==> src/design/l2_msg_pkg.sv <==
package l2_msg_pkg;

    // Requests from the core side.
    typedef enum logic {
        CPU_READ,
        CPU_WRITE
    } cpu_msg_t;

    // Coherence messages forwarded from the directory.
    typedef enum logic [2:0] {
        FWD_INV,
        FWD_INV_LLC,
        FWD_GETS,
        FWD_GETM,
        FWD_PUTACK
    } fwd_msg_t;

    // Transient states of a buffered miss.
    // INVALID marks a free entry.
    typedef enum logic [1:0] {
        INVALID,
        ISD,  // Read miss waiting for data.
        IMAD, // Write miss waiting for data.
        MIA   // Writeback waiting for its ack.
    } unstable_state_t;

    // Search operations the controller can start in the request buffer.
    typedef enum logic [1:0] {
        REQS_IDLE,
        REQS_LOOKUP,
        REQS_PEEK_REQ,
        REQS_PEEK_FWD
    } reqs_op_t;

endpackage

==> src/design/l2_cache_pkg.sv <==
package l2_cache_pkg;

    // Address layout, from the top bit down: tag, set index, word offset, byte offset.
    localparam int ADDR_BITS = 32;
    localparam int SET_BITS = 4;
    localparam int WORDS_PER_LINE = 4;
    localparam int W_OFF_BITS = 2;
    localparam int TAG_BITS = 24; // The two bits left below the word offset select a byte.

    typedef logic [ADDR_BITS-1:0] addr_t;

    typedef logic [TAG_BITS-1:0] l2_tag_t;
    typedef logic [SET_BITS-1:0] l2_set_t;
    typedef logic [W_OFF_BITS-1:0] w_off_t;

    typedef logic [31:0] word_t;

    // Word 0 of a line sits in the low bits.
    typedef word_t [WORDS_PER_LINE-1:0] line_t;

    // One miss held in the request buffer.
    // The message and state types come from the message package.
    typedef struct packed {
        l2_msg_pkg::cpu_msg_t cpu_msg;
        l2_tag_t tag;
        l2_set_t set;
        w_off_t w_off;
        word_t word; // Store data for a write miss.
        line_t line; // Line returned by memory.
        l2_msg_pkg::unstable_state_t state;
    } reqs_buf_t;

endpackage

==> src/design/l2_reqs_if.sv <==
`timescale 1ns/100ps

interface l2_reqs_if #(
    parameter int N_REQS = 4,
    localparam int IDX_BITS = (N_REQS > 1) ? $clog2(N_REQS) : 1
);
    import l2_cache_pkg::*;
    import l2_msg_pkg::*;

    reqs_op_t op;
    logic lookup_en;
    l2_tag_t key_tag;
    l2_set_t key_set;
    fwd_msg_t fwd_msg;

    // Entry writes, all aimed at the registered index.
    logic fill;
    cpu_msg_t cpu_msg;
    w_off_t w_off;
    word_t word;
    logic wr_state;
    unstable_state_t state_data;
    logic wr_line;
    line_t line_data;

    logic [IDX_BITS-1:0] reqs_i;
    logic reqs_hit;
    logic set_conflict;
    logic full;
    logic set_fwd_stall;
    logic clr_fwd_stall;
    reqs_buf_t entry_o;

    modport ctrl (
        output op, lookup_en, key_tag, key_set, fwd_msg,
        output fill, cpu_msg, w_off, word, wr_state, state_data, wr_line, line_data,
        input reqs_i, reqs_hit, set_conflict, full, set_fwd_stall, clr_fwd_stall, entry_o
    );

    modport buffer (
        input op, lookup_en, key_tag, key_set, fwd_msg,
        input fill, cpu_msg, w_off, word, wr_state, state_data, wr_line, line_data,
        output reqs_i, reqs_hit, set_conflict, full, set_fwd_stall, clr_fwd_stall, entry_o
    );

endinterface

==> src/design/l2_reqs.sv <==
`timescale 1ns/100ps

module l2_reqs #(
    parameter int N_REQS = 4,
    localparam int IDX_BITS = (N_REQS > 1) ? $clog2(N_REQS) : 1
) (
    input logic clk,
    input logic rst,
    l2_reqs_if.buffer reqs_bus
);
    import l2_cache_pkg::*;
    import l2_msg_pkg::*;

    reqs_buf_t entries [N_REQS];

    logic [IDX_BITS-1:0] reqs_i_next;
    logic hit_next;
    logic conflict_next;
    logic full_next;
    logic set_stall_next;
    logic clr_stall_next;

    // Only the state is cleared, so every entry comes out of reset free.
    always_ff @(posedge clk or negedge rst) begin
        if (!rst) begin
            for (int i = 0; i < N_REQS; i++) begin
                entries[i].state <= INVALID;
            end
        end else begin
            for (int i = 0; i < N_REQS; i++) begin
                if (reqs_bus.reqs_i == IDX_BITS'(i)) begin
                    if (reqs_bus.fill) begin
                        entries[i].cpu_msg <= reqs_bus.cpu_msg;
                        entries[i].tag <= reqs_bus.key_tag;
                        entries[i].set <= reqs_bus.key_set;
                        entries[i].w_off <= reqs_bus.w_off;
                        entries[i].word <= reqs_bus.word;
                        entries[i].line <= '0; // The line itself comes later from memory.
                        entries[i].state <= reqs_bus.state_data;
                    end else begin
                        if (reqs_bus.wr_state) begin
                            entries[i].state <= reqs_bus.state_data;
                        end
                        if (reqs_bus.wr_line) begin
                            entries[i].line <= reqs_bus.line_data;
                        end
                    end
                end
            end
        end
    end

    // Each loop runs upward, so the highest matching index wins.
    always_comb begin
        reqs_i_next = '0;
        hit_next = 1'b0;
        conflict_next = 1'b0;
        full_next = 1'b0;
        set_stall_next = 1'b0;
        clr_stall_next = 1'b0;
        case (reqs_bus.op)
            REQS_LOOKUP: begin
                for (int i = 0; i < N_REQS; i++) begin
                    if (entries[i].state != INVALID && entries[i].tag == reqs_bus.key_tag &&
                        entries[i].set == reqs_bus.key_set) begin
                        reqs_i_next = IDX_BITS'(i);
                        hit_next = 1'b1;
                    end
                end
            end
            REQS_PEEK_REQ: begin
                full_next = 1'b1;
                for (int i = 0; i < N_REQS; i++) begin
                    if (entries[i].state == INVALID) begin
                        reqs_i_next = IDX_BITS'(i);
                        full_next = 1'b0;
                    end else if (entries[i].set == reqs_bus.key_set) begin
                        conflict_next = 1'b1; // One miss per set at a time.
                    end
                end
            end
            REQS_PEEK_FWD: begin
                for (int i = 0; i < N_REQS; i++) begin
                    if (entries[i].state != INVALID && entries[i].tag == reqs_bus.key_tag &&
                        entries[i].set == reqs_bus.key_set) begin
                        reqs_i_next = IDX_BITS'(i);
                        hit_next = 1'b1;
                        set_stall_next = 1'b1;
                        clr_stall_next = 1'b0;
                        if (reqs_bus.fwd_msg == FWD_PUTACK) begin
                            set_stall_next = 1'b0;
                            clr_stall_next = 1'b1;
                        end else if (reqs_bus.fwd_msg == FWD_INV ||
                                     reqs_bus.fwd_msg == FWD_INV_LLC) begin
                            // An invalidation only has to wait behind a pending read.
                            if (entries[i].state != ISD) begin
                                set_stall_next = 1'b0;
                                clr_stall_next = 1'b1;
                            end
                        end else if (entries[i].state == MIA) begin
                            set_stall_next = 1'b0;
                            clr_stall_next = 1'b1;
                        end
                    end
                end
            end
            default: begin
                hit_next = 1'b0;
            end
        endcase
    end

    always_ff @(posedge clk or negedge rst) begin
        if (!rst) begin
            reqs_bus.reqs_i <= '0;
            reqs_bus.reqs_hit <= 1'b0;
            reqs_bus.set_conflict <= 1'b0;
            reqs_bus.full <= 1'b0;
            reqs_bus.set_fwd_stall <= 1'b0;
            reqs_bus.clr_fwd_stall <= 1'b0;
        end else if (reqs_bus.lookup_en) begin
            reqs_bus.reqs_i <= reqs_i_next;
            reqs_bus.reqs_hit <= hit_next;
            reqs_bus.set_conflict <= conflict_next;
            reqs_bus.full <= full_next;
            reqs_bus.set_fwd_stall <= set_stall_next;
            reqs_bus.clr_fwd_stall <= clr_stall_next;
        end
    end

    assign reqs_bus.entry_o = entries[reqs_bus.reqs_i];

endmodule

==> src/design/l2_req_ctrl.sv <==
`timescale 1ns/100ps

module l2_req_ctrl #(
    parameter int N_REQS = 4,
    localparam int IDX_BITS = (N_REQS > 1) ? $clog2(N_REQS) : 1
) (
    input logic clk,
    input logic rst,

    input logic cpu_valid_i,
    output logic cpu_ready_o,
    input l2_msg_pkg::cpu_msg_t cpu_msg_i,
    input l2_cache_pkg::addr_t cpu_addr_i,
    input l2_cache_pkg::word_t cpu_word_i,

    input logic mem_valid_i,
    output logic mem_ready_o,
    input l2_cache_pkg::addr_t mem_addr_i,
    input l2_cache_pkg::line_t mem_line_i,

    input logic fwd_valid_i,
    output logic fwd_ready_o,
    input l2_msg_pkg::fwd_msg_t fwd_msg_i,
    input l2_cache_pkg::addr_t fwd_addr_i,

    output logic done_valid_o,
    output l2_cache_pkg::word_t done_word_o,
    output logic fwd_stall_o,
    output logic [IDX_BITS-1:0] fwd_stall_idx_o,

    l2_reqs_if.ctrl reqs_bus
);
    import l2_cache_pkg::*;
    import l2_msg_pkg::*;

    localparam int B_OFF_BITS = ADDR_BITS - TAG_BITS - SET_BITS - W_OFF_BITS;

    typedef enum logic [2:0] {
        IDLE,
        CPU_PEEK,
        CPU_FILL,
        MEM_LOOK,
        MEM_RETIRE,
        FWD_PEEK,
        FWD_APPLY
    } ctrl_state_t;

    ctrl_state_t state_q;
    ctrl_state_t state_d;
    addr_t key_addr;
    logic cpu_accept;
    word_t done_word_d;

    // The search key follows whichever stream is being served.
    always_comb begin
        case (state_q)
            MEM_LOOK, MEM_RETIRE: key_addr = mem_addr_i;
            FWD_PEEK, FWD_APPLY: key_addr = fwd_addr_i;
            default: key_addr = cpu_addr_i;
        endcase
    end

    assign reqs_bus.key_tag = key_addr[ADDR_BITS-1 -: TAG_BITS];
    assign reqs_bus.key_set = key_addr[B_OFF_BITS + W_OFF_BITS +: SET_BITS];
    assign reqs_bus.w_off = cpu_addr_i[B_OFF_BITS +: W_OFF_BITS];
    assign reqs_bus.cpu_msg = cpu_msg_i;
    assign reqs_bus.word = cpu_word_i;
    assign reqs_bus.fwd_msg = fwd_msg_i;
    assign reqs_bus.line_data = mem_line_i;

    // A fill waiting at the same time takes the free entry question first.
    assign cpu_accept = !reqs_bus.set_conflict && !reqs_bus.full && !mem_valid_i;

    always_comb begin
        state_d = state_q;
        case (state_q)
            IDLE: begin
                if (mem_valid_i) begin
                    state_d = MEM_LOOK;
                end else if (fwd_valid_i) begin
                    state_d = FWD_PEEK;
                end else if (cpu_valid_i) begin
                    state_d = CPU_PEEK;
                end
            end
            CPU_PEEK: state_d = CPU_FILL;
            CPU_FILL: state_d = IDLE; // A refused request is simply tried again.
            MEM_LOOK: state_d = MEM_RETIRE;
            MEM_RETIRE: state_d = IDLE;
            FWD_PEEK: state_d = FWD_APPLY;
            FWD_APPLY: state_d = IDLE;
            default: state_d = IDLE;
        endcase
    end

    always_comb begin
        reqs_bus.op = REQS_IDLE;
        reqs_bus.lookup_en = 1'b0;
        reqs_bus.fill = 1'b0;
        reqs_bus.wr_state = 1'b0;
        reqs_bus.wr_line = 1'b0;
        reqs_bus.state_data = INVALID;
        cpu_ready_o = 1'b0;
        mem_ready_o = 1'b0;
        fwd_ready_o = 1'b0;
        case (state_q)
            CPU_PEEK: begin
                reqs_bus.op = REQS_PEEK_REQ;
                reqs_bus.lookup_en = 1'b1;
            end
            CPU_FILL: begin
                reqs_bus.state_data = (cpu_msg_i == CPU_READ) ? ISD : IMAD;
                reqs_bus.fill = cpu_accept;
                cpu_ready_o = cpu_accept;
            end
            MEM_LOOK: begin
                reqs_bus.op = REQS_LOOKUP;
                reqs_bus.lookup_en = 1'b1;
            end
            MEM_RETIRE: begin
                // Writing INVALID frees the entry. A fill with no owner is dropped.
                reqs_bus.wr_state = reqs_bus.reqs_hit;
                reqs_bus.wr_line = reqs_bus.reqs_hit;
                mem_ready_o = 1'b1;
            end
            FWD_PEEK: begin
                reqs_bus.op = REQS_PEEK_FWD;
                reqs_bus.lookup_en = 1'b1;
            end
            FWD_APPLY: begin
                fwd_ready_o = 1'b1;
            end
            default: begin
                fwd_ready_o = 1'b0;
            end
        endcase
    end

    // Reads return the requested word of the new line, writes echo their own data.
    assign done_word_d = (reqs_bus.entry_o.cpu_msg == CPU_READ) ?
                         mem_line_i[reqs_bus.entry_o.w_off] : reqs_bus.entry_o.word;

    always_ff @(posedge clk or negedge rst) begin
        if (!rst) begin
            state_q <= IDLE;
            done_valid_o <= 1'b0;
            fwd_stall_o <= 1'b0;
            fwd_stall_idx_o <= '0;
        end else begin
            state_q <= state_d;
            done_valid_o <= (state_q == MEM_RETIRE) && reqs_bus.reqs_hit;
            if (state_q == FWD_APPLY) begin
                if (reqs_bus.set_fwd_stall) begin
                    fwd_stall_o <= 1'b1;
                    fwd_stall_idx_o <= reqs_bus.reqs_i;
                end else if (reqs_bus.clr_fwd_stall) begin
                    fwd_stall_o <= 1'b0;
                    fwd_stall_idx_o <= reqs_bus.reqs_i;
                end
            end
        end
    end

    always_ff @(posedge clk) begin
        if (state_q == MEM_RETIRE) begin
            done_word_o <= done_word_d;
        end
    end

endmodule

==> src/design/l2_mshr_top.sv <==
`timescale 1ns/100ps

module l2_mshr_top #(
    parameter int N_REQS = 4,
    localparam int IDX_BITS = (N_REQS > 1) ? $clog2(N_REQS) : 1
) (
    input logic clk,
    input logic rst,

    input logic cpu_valid_i,
    output logic cpu_ready_o,
    input l2_msg_pkg::cpu_msg_t cpu_msg_i,
    input l2_cache_pkg::addr_t cpu_addr_i,
    input l2_cache_pkg::word_t cpu_word_i,

    input logic mem_valid_i,
    output logic mem_ready_o,
    input l2_cache_pkg::addr_t mem_addr_i,
    input l2_cache_pkg::line_t mem_line_i,

    input logic fwd_valid_i,
    output logic fwd_ready_o,
    input l2_msg_pkg::fwd_msg_t fwd_msg_i,
    input l2_cache_pkg::addr_t fwd_addr_i,

    output logic done_valid_o,
    output l2_cache_pkg::word_t done_word_o,
    output logic fwd_stall_o,
    output logic [IDX_BITS-1:0] fwd_stall_idx_o
);

    l2_reqs_if #(.N_REQS(N_REQS)) reqs_bus ();

    l2_req_ctrl #(.N_REQS(N_REQS)) l2_req_ctrl_inst (
        .clk(clk),
        .rst(rst),
        .cpu_valid_i(cpu_valid_i),
        .cpu_ready_o(cpu_ready_o),
        .cpu_msg_i(cpu_msg_i),
        .cpu_addr_i(cpu_addr_i),
        .cpu_word_i(cpu_word_i),
        .mem_valid_i(mem_valid_i),
        .mem_ready_o(mem_ready_o),
        .mem_addr_i(mem_addr_i),
        .mem_line_i(mem_line_i),
        .fwd_valid_i(fwd_valid_i),
        .fwd_ready_o(fwd_ready_o),
        .fwd_msg_i(fwd_msg_i),
        .fwd_addr_i(fwd_addr_i),
        .done_valid_o(done_valid_o),
        .done_word_o(done_word_o),
        .fwd_stall_o(fwd_stall_o),
        .fwd_stall_idx_o(fwd_stall_idx_o),
        .reqs_bus(reqs_bus.ctrl)
    );

    l2_reqs #(.N_REQS(N_REQS)) l2_reqs_inst (
        .clk(clk),
        .rst(rst),
        .reqs_bus(reqs_bus.buffer)
    );

endmodule

==> config.mk <==
export PLATFORM = sky130hd
export DESIGN_NAME = l2_mshr_top
export DESIGN_NICKNAME = d
export VERILOG_FILES = /design/src/design/l2_msg_pkg.sv /design/src/design/l2_cache_pkg.sv /design/src/design/l2_reqs_if.sv /design/src/design/l2_reqs.sv /design/src/design/l2_req_ctrl.sv /design/src/design/l2_mshr_top.sv
export SDC_FILE = /design/constraint.sdc
export NUM_CORES = 1
export LEC_CHECK = 0
export ABC_AREA = 1
export BUFFER_PORTS_ARGS = -buffer_cell sky130_fd_sc_hd__buf_2
export CAP_MARGIN = 5
export CORE_ASPECT_RATIO = 1.25
export CORE_MARGIN = 3
export CORE_UTILIZATION = 27
export DETAILED_ROUTE_END_ITERATION = 8
export GPL_TIMING_DRIVEN = 1
export HOLD_SLACK_MARGIN = 0.06
export SYNTH_ARGS = -nofsm -noshare
export SYNTH_HDL_FRONTEND = slang
export SYNTH_HIERARCHICAL = 1
export SYNTH_SLANG_ARGS = --single-unit
==> constraint.sdc <==
create_clock -name clk -period 11.71 [get_ports clk]
set_clock_uncertainty 0.05 [all_clocks]
set_input_delay 1.171 -clock clk [delete_from_list [all_inputs] [get_ports clk]]
set_output_delay 1.171 -clock clk [all_outputs]
set_load 0.005 [all_outputs]
==> run metrics <==
status=finished clean; # Post-CTS Setup Buffers=0; worst vdd ir=roughly 120 uV; leakage power=roughly 8.9 nW; CP startpoint kind=flip-flop; Via density=4.31; Pwr Density=214 mW/mm^2; post-route antenna net violation count=0; Worst R2R Setup Slack=between 7 and 8 ns; I/O pins=about 300; DR iter-0 viols=roughly 560; CP max stage cell=nor2_8; max cap viols=0; syn_area_per_cell=between 8 and 9 um^2; GRT busiest layer=met2; global-route wire length before repair=70,200 um; Post-CTS Hold Buffers=0; HP Class=flip-flop to flip-flop; synth-to-layout area growth=18.1%; Sink Count=~310; total grt overflow=0; RSZ-0062 raised after global routing=false; post-CTS resize count=0; Final Slew Violations=0; RePlAce Congestion=0.924; drc violations=0; Worst EP required=12.13 ns; Clock Root Buffer=clkbuf_16; final hold viol count=0; clk_lat worst skew=0.53 ns; via count=between 10,000 and 15,000; Cells after Synth=approximately 2,000; most frequent cell on the critical path=nand2_1; CTS tree=built; crit path kind=flip-flop to flip-flop; Slew HR=roughly a quarter; Post-Syn Area=0.0164 mm^2; Critical Path, Cell by Cell=inv_1, nand3_2, nand2_4, nor2_8, nand2_1, nand2_1, inv_2, nand2_1, nand2_1, nor2_1, nand4_1, nor2_1, nand3_1, nand2_1, nand2_1, nand2_1, nand2_1, nand2_1; slowest stage delay, CP=around 0.56 ns; vias in the first global route=12,400; port bufs=just under 300; clk buf depth=3; layout cells sized above 1=between 10% and 20%; Critical Path End Type=flip-flop; ratio of final minimum period to clock period=31.7%; M3 GR Usage=around 3.3%; met1 Use GR=16.0%; FMAX=between 200 and 300 MHz; DP HPWL=between 30,000 and 40,000 um; crit path max fanout=29; Pwr Total=between 4 and 5 mW; setup TNS=0 ns; met2 Resource Use GR=27.6%; initial core utilization=between 20% and 30%; slew at the pin closest to its max-slew limit=roughly 1.1 ns; Critical Path AT=approximately 4.1 ns; syn_nets=between 2,000 and 2,500; largest net degree at the start of global routing=approximately 110; Rows=100; initial antenna violation count=8; Num CTS Buffers=36; DIE AREA=approximately 0.064 mm^2; Die Wd=about 230 um; DR WL/cell=between 15 and 20 um; core footprint=roughly 0.06 mm^2; # setup viols final=0; H-tree depth=2; Tot GR Track Use=14.6%; drt pass-1 iters=5; DRT Wirelength=between 40,000 and 50,000 um; clock slew at reported path FFs=0.05 ns; Die Height=about 280 um; minimum clock period=roughly 3.7 ns; Yosys warnings=6; fill cell total of the finished layout=roughly 6,300; Layout Nets=roughly 2,500
==> path summary, 6_finish.rpt <==
path / from / end / cells after the start
hold / removal: l2_reqs_inst/reqs_bus.clr_fwd_stall$_DFFE_PN0P_ / l2_reqs_inst/reqs_bus.clr_fwd_stall$_DFFE_PN0P_ / 2
max in group asynchronous: rst / l2_req_ctrl_inst/fwd_stall_idx_o[0]$_DFFE_PN0P_ / 1
min in group asynchronous: rst / l2_reqs_inst/entries[580]$_DFFE_PN0P_ / 1
hold reg to reg: l2_reqs_inst/reqs_bus.clr_fwd_stall$_DFFE_PN0P_ / l2_reqs_inst/reqs_bus.clr_fwd_stall$_DFFE_PN0P_ / 2
setup / recovery: l2_req_ctrl_inst/state_q[1]$_DFFE_PN0P_ / l2_reqs_inst/reqs_bus.clr_fwd_stall$_DFFE_PN0P_ / 18
setup reg to reg: l2_req_ctrl_inst/state_q[1]$_DFFE_PN0P_ / l2_reqs_inst/reqs_bus.clr_fwd_stall$_DFFE_PN0P_ / 18
==> stage by stage <==
stage | instances | utilization [%] | hold slack, ns | area, um^2 | setup slack, ns
final | 2999 | 32.3 | 0.435 | 19300 | 8.00
after global routing | 2997 | 32.3 | 0.437 | 19300 | 7.61
after CTS | 2996 | 32.3 | 0.434 | 19300 | 7.89
after detailed placement | 2937 | 30.5 | 0.418 | 18200 | 7.54
after global placement | 2937 | 30.5 | 0.420 | 18200 | 7.56
after floorplan | 1984 | - | 0.400 | 16400 | 6.62
==> registers in the layout, summed over array words and instances (netlist names) <==
| register | count |
|---|---|
| l2_reqs_inst/reqs_bus.set_conflict | 1 |
| l2_req_ctrl_inst/done_word_o | 32 |
| l2_reqs_inst/entries | 260 |
| l2_reqs_inst/reqs_bus.set_fwd_stall | 1 |
| l2_reqs_inst/reqs_bus.reqs_hit | 1 |
| l2_reqs_inst/reqs_bus.full | 1 |
| l2_reqs_inst/reqs_bus.clr_fwd_stall | 1 |
| l2_req_ctrl_inst/fwd_stall_o | 1 |
| l2_req_ctrl_inst/state_q | 3 |
| l2_req_ctrl_inst/done_valid_o | 1 |
| l2_req_ctrl_inst/fwd_stall_idx_o | 2 |
| l2_reqs_inst/reqs_bus.reqs_i | 2 |
==> layout by cell type (no fill, tap or decap), drive strengths merged <==
master / count
xnor2: 25
and2: 6
nand3: 85
o221ai: 1
o21ai: 30
clkbuf: 46
inv: 254
nor3: 5
nand4: 18
clkinv: 14
xor2: 4
o211ai: 3
nand2: 796
bufinv: 1
or2: 2
buf: 306
nor2: 263
diode: 3
a22oi: 50
nand3b: 2
and3: 1
nor4: 1
o21bai: 1
edfxtp: 284
a32o: 1
o22ai: 2
dfrtp: 22
a21oi: 8
==> per-layer routing <==
layer / up-vias / wire length [um]
li1: 6667 / -
met1: 5756 / 18800
met2: 401 / 24300
met3: 86 / 3340
met4: 4 / 1490
met5: - / 23
==> final cells by class <==
cell class	instances	area [um^2]	area share, %
Timing Repair Buffer	306	1560	8.09
Tap cell	765	957	4.95
Inverter	256	961	4.97
Multi-Input combinational cell	1304	5680	29.4
Clock inverter	13	93.8	0.485
Antenna cell	3	7.51	0.0388
Sequential cell	306	9080	47.0
Clock buffer	46	991	5.13
==> power by group <==
part | switching [mW] | internal [mW]
registers | 0.0407 | 1.38
clock network | 0.431 | 0.617
logic | 1.19 | 0.477
==> worst max-delay path: cells and delay by family, from the launching register on <==
kind                   cells  cell delay (ns)
DFF                        1             0.52
and+or+nand+nor           16             2.81
buffers and inverters      2             0.26
No activity file was read; power rests on OpenSTA's default activity.
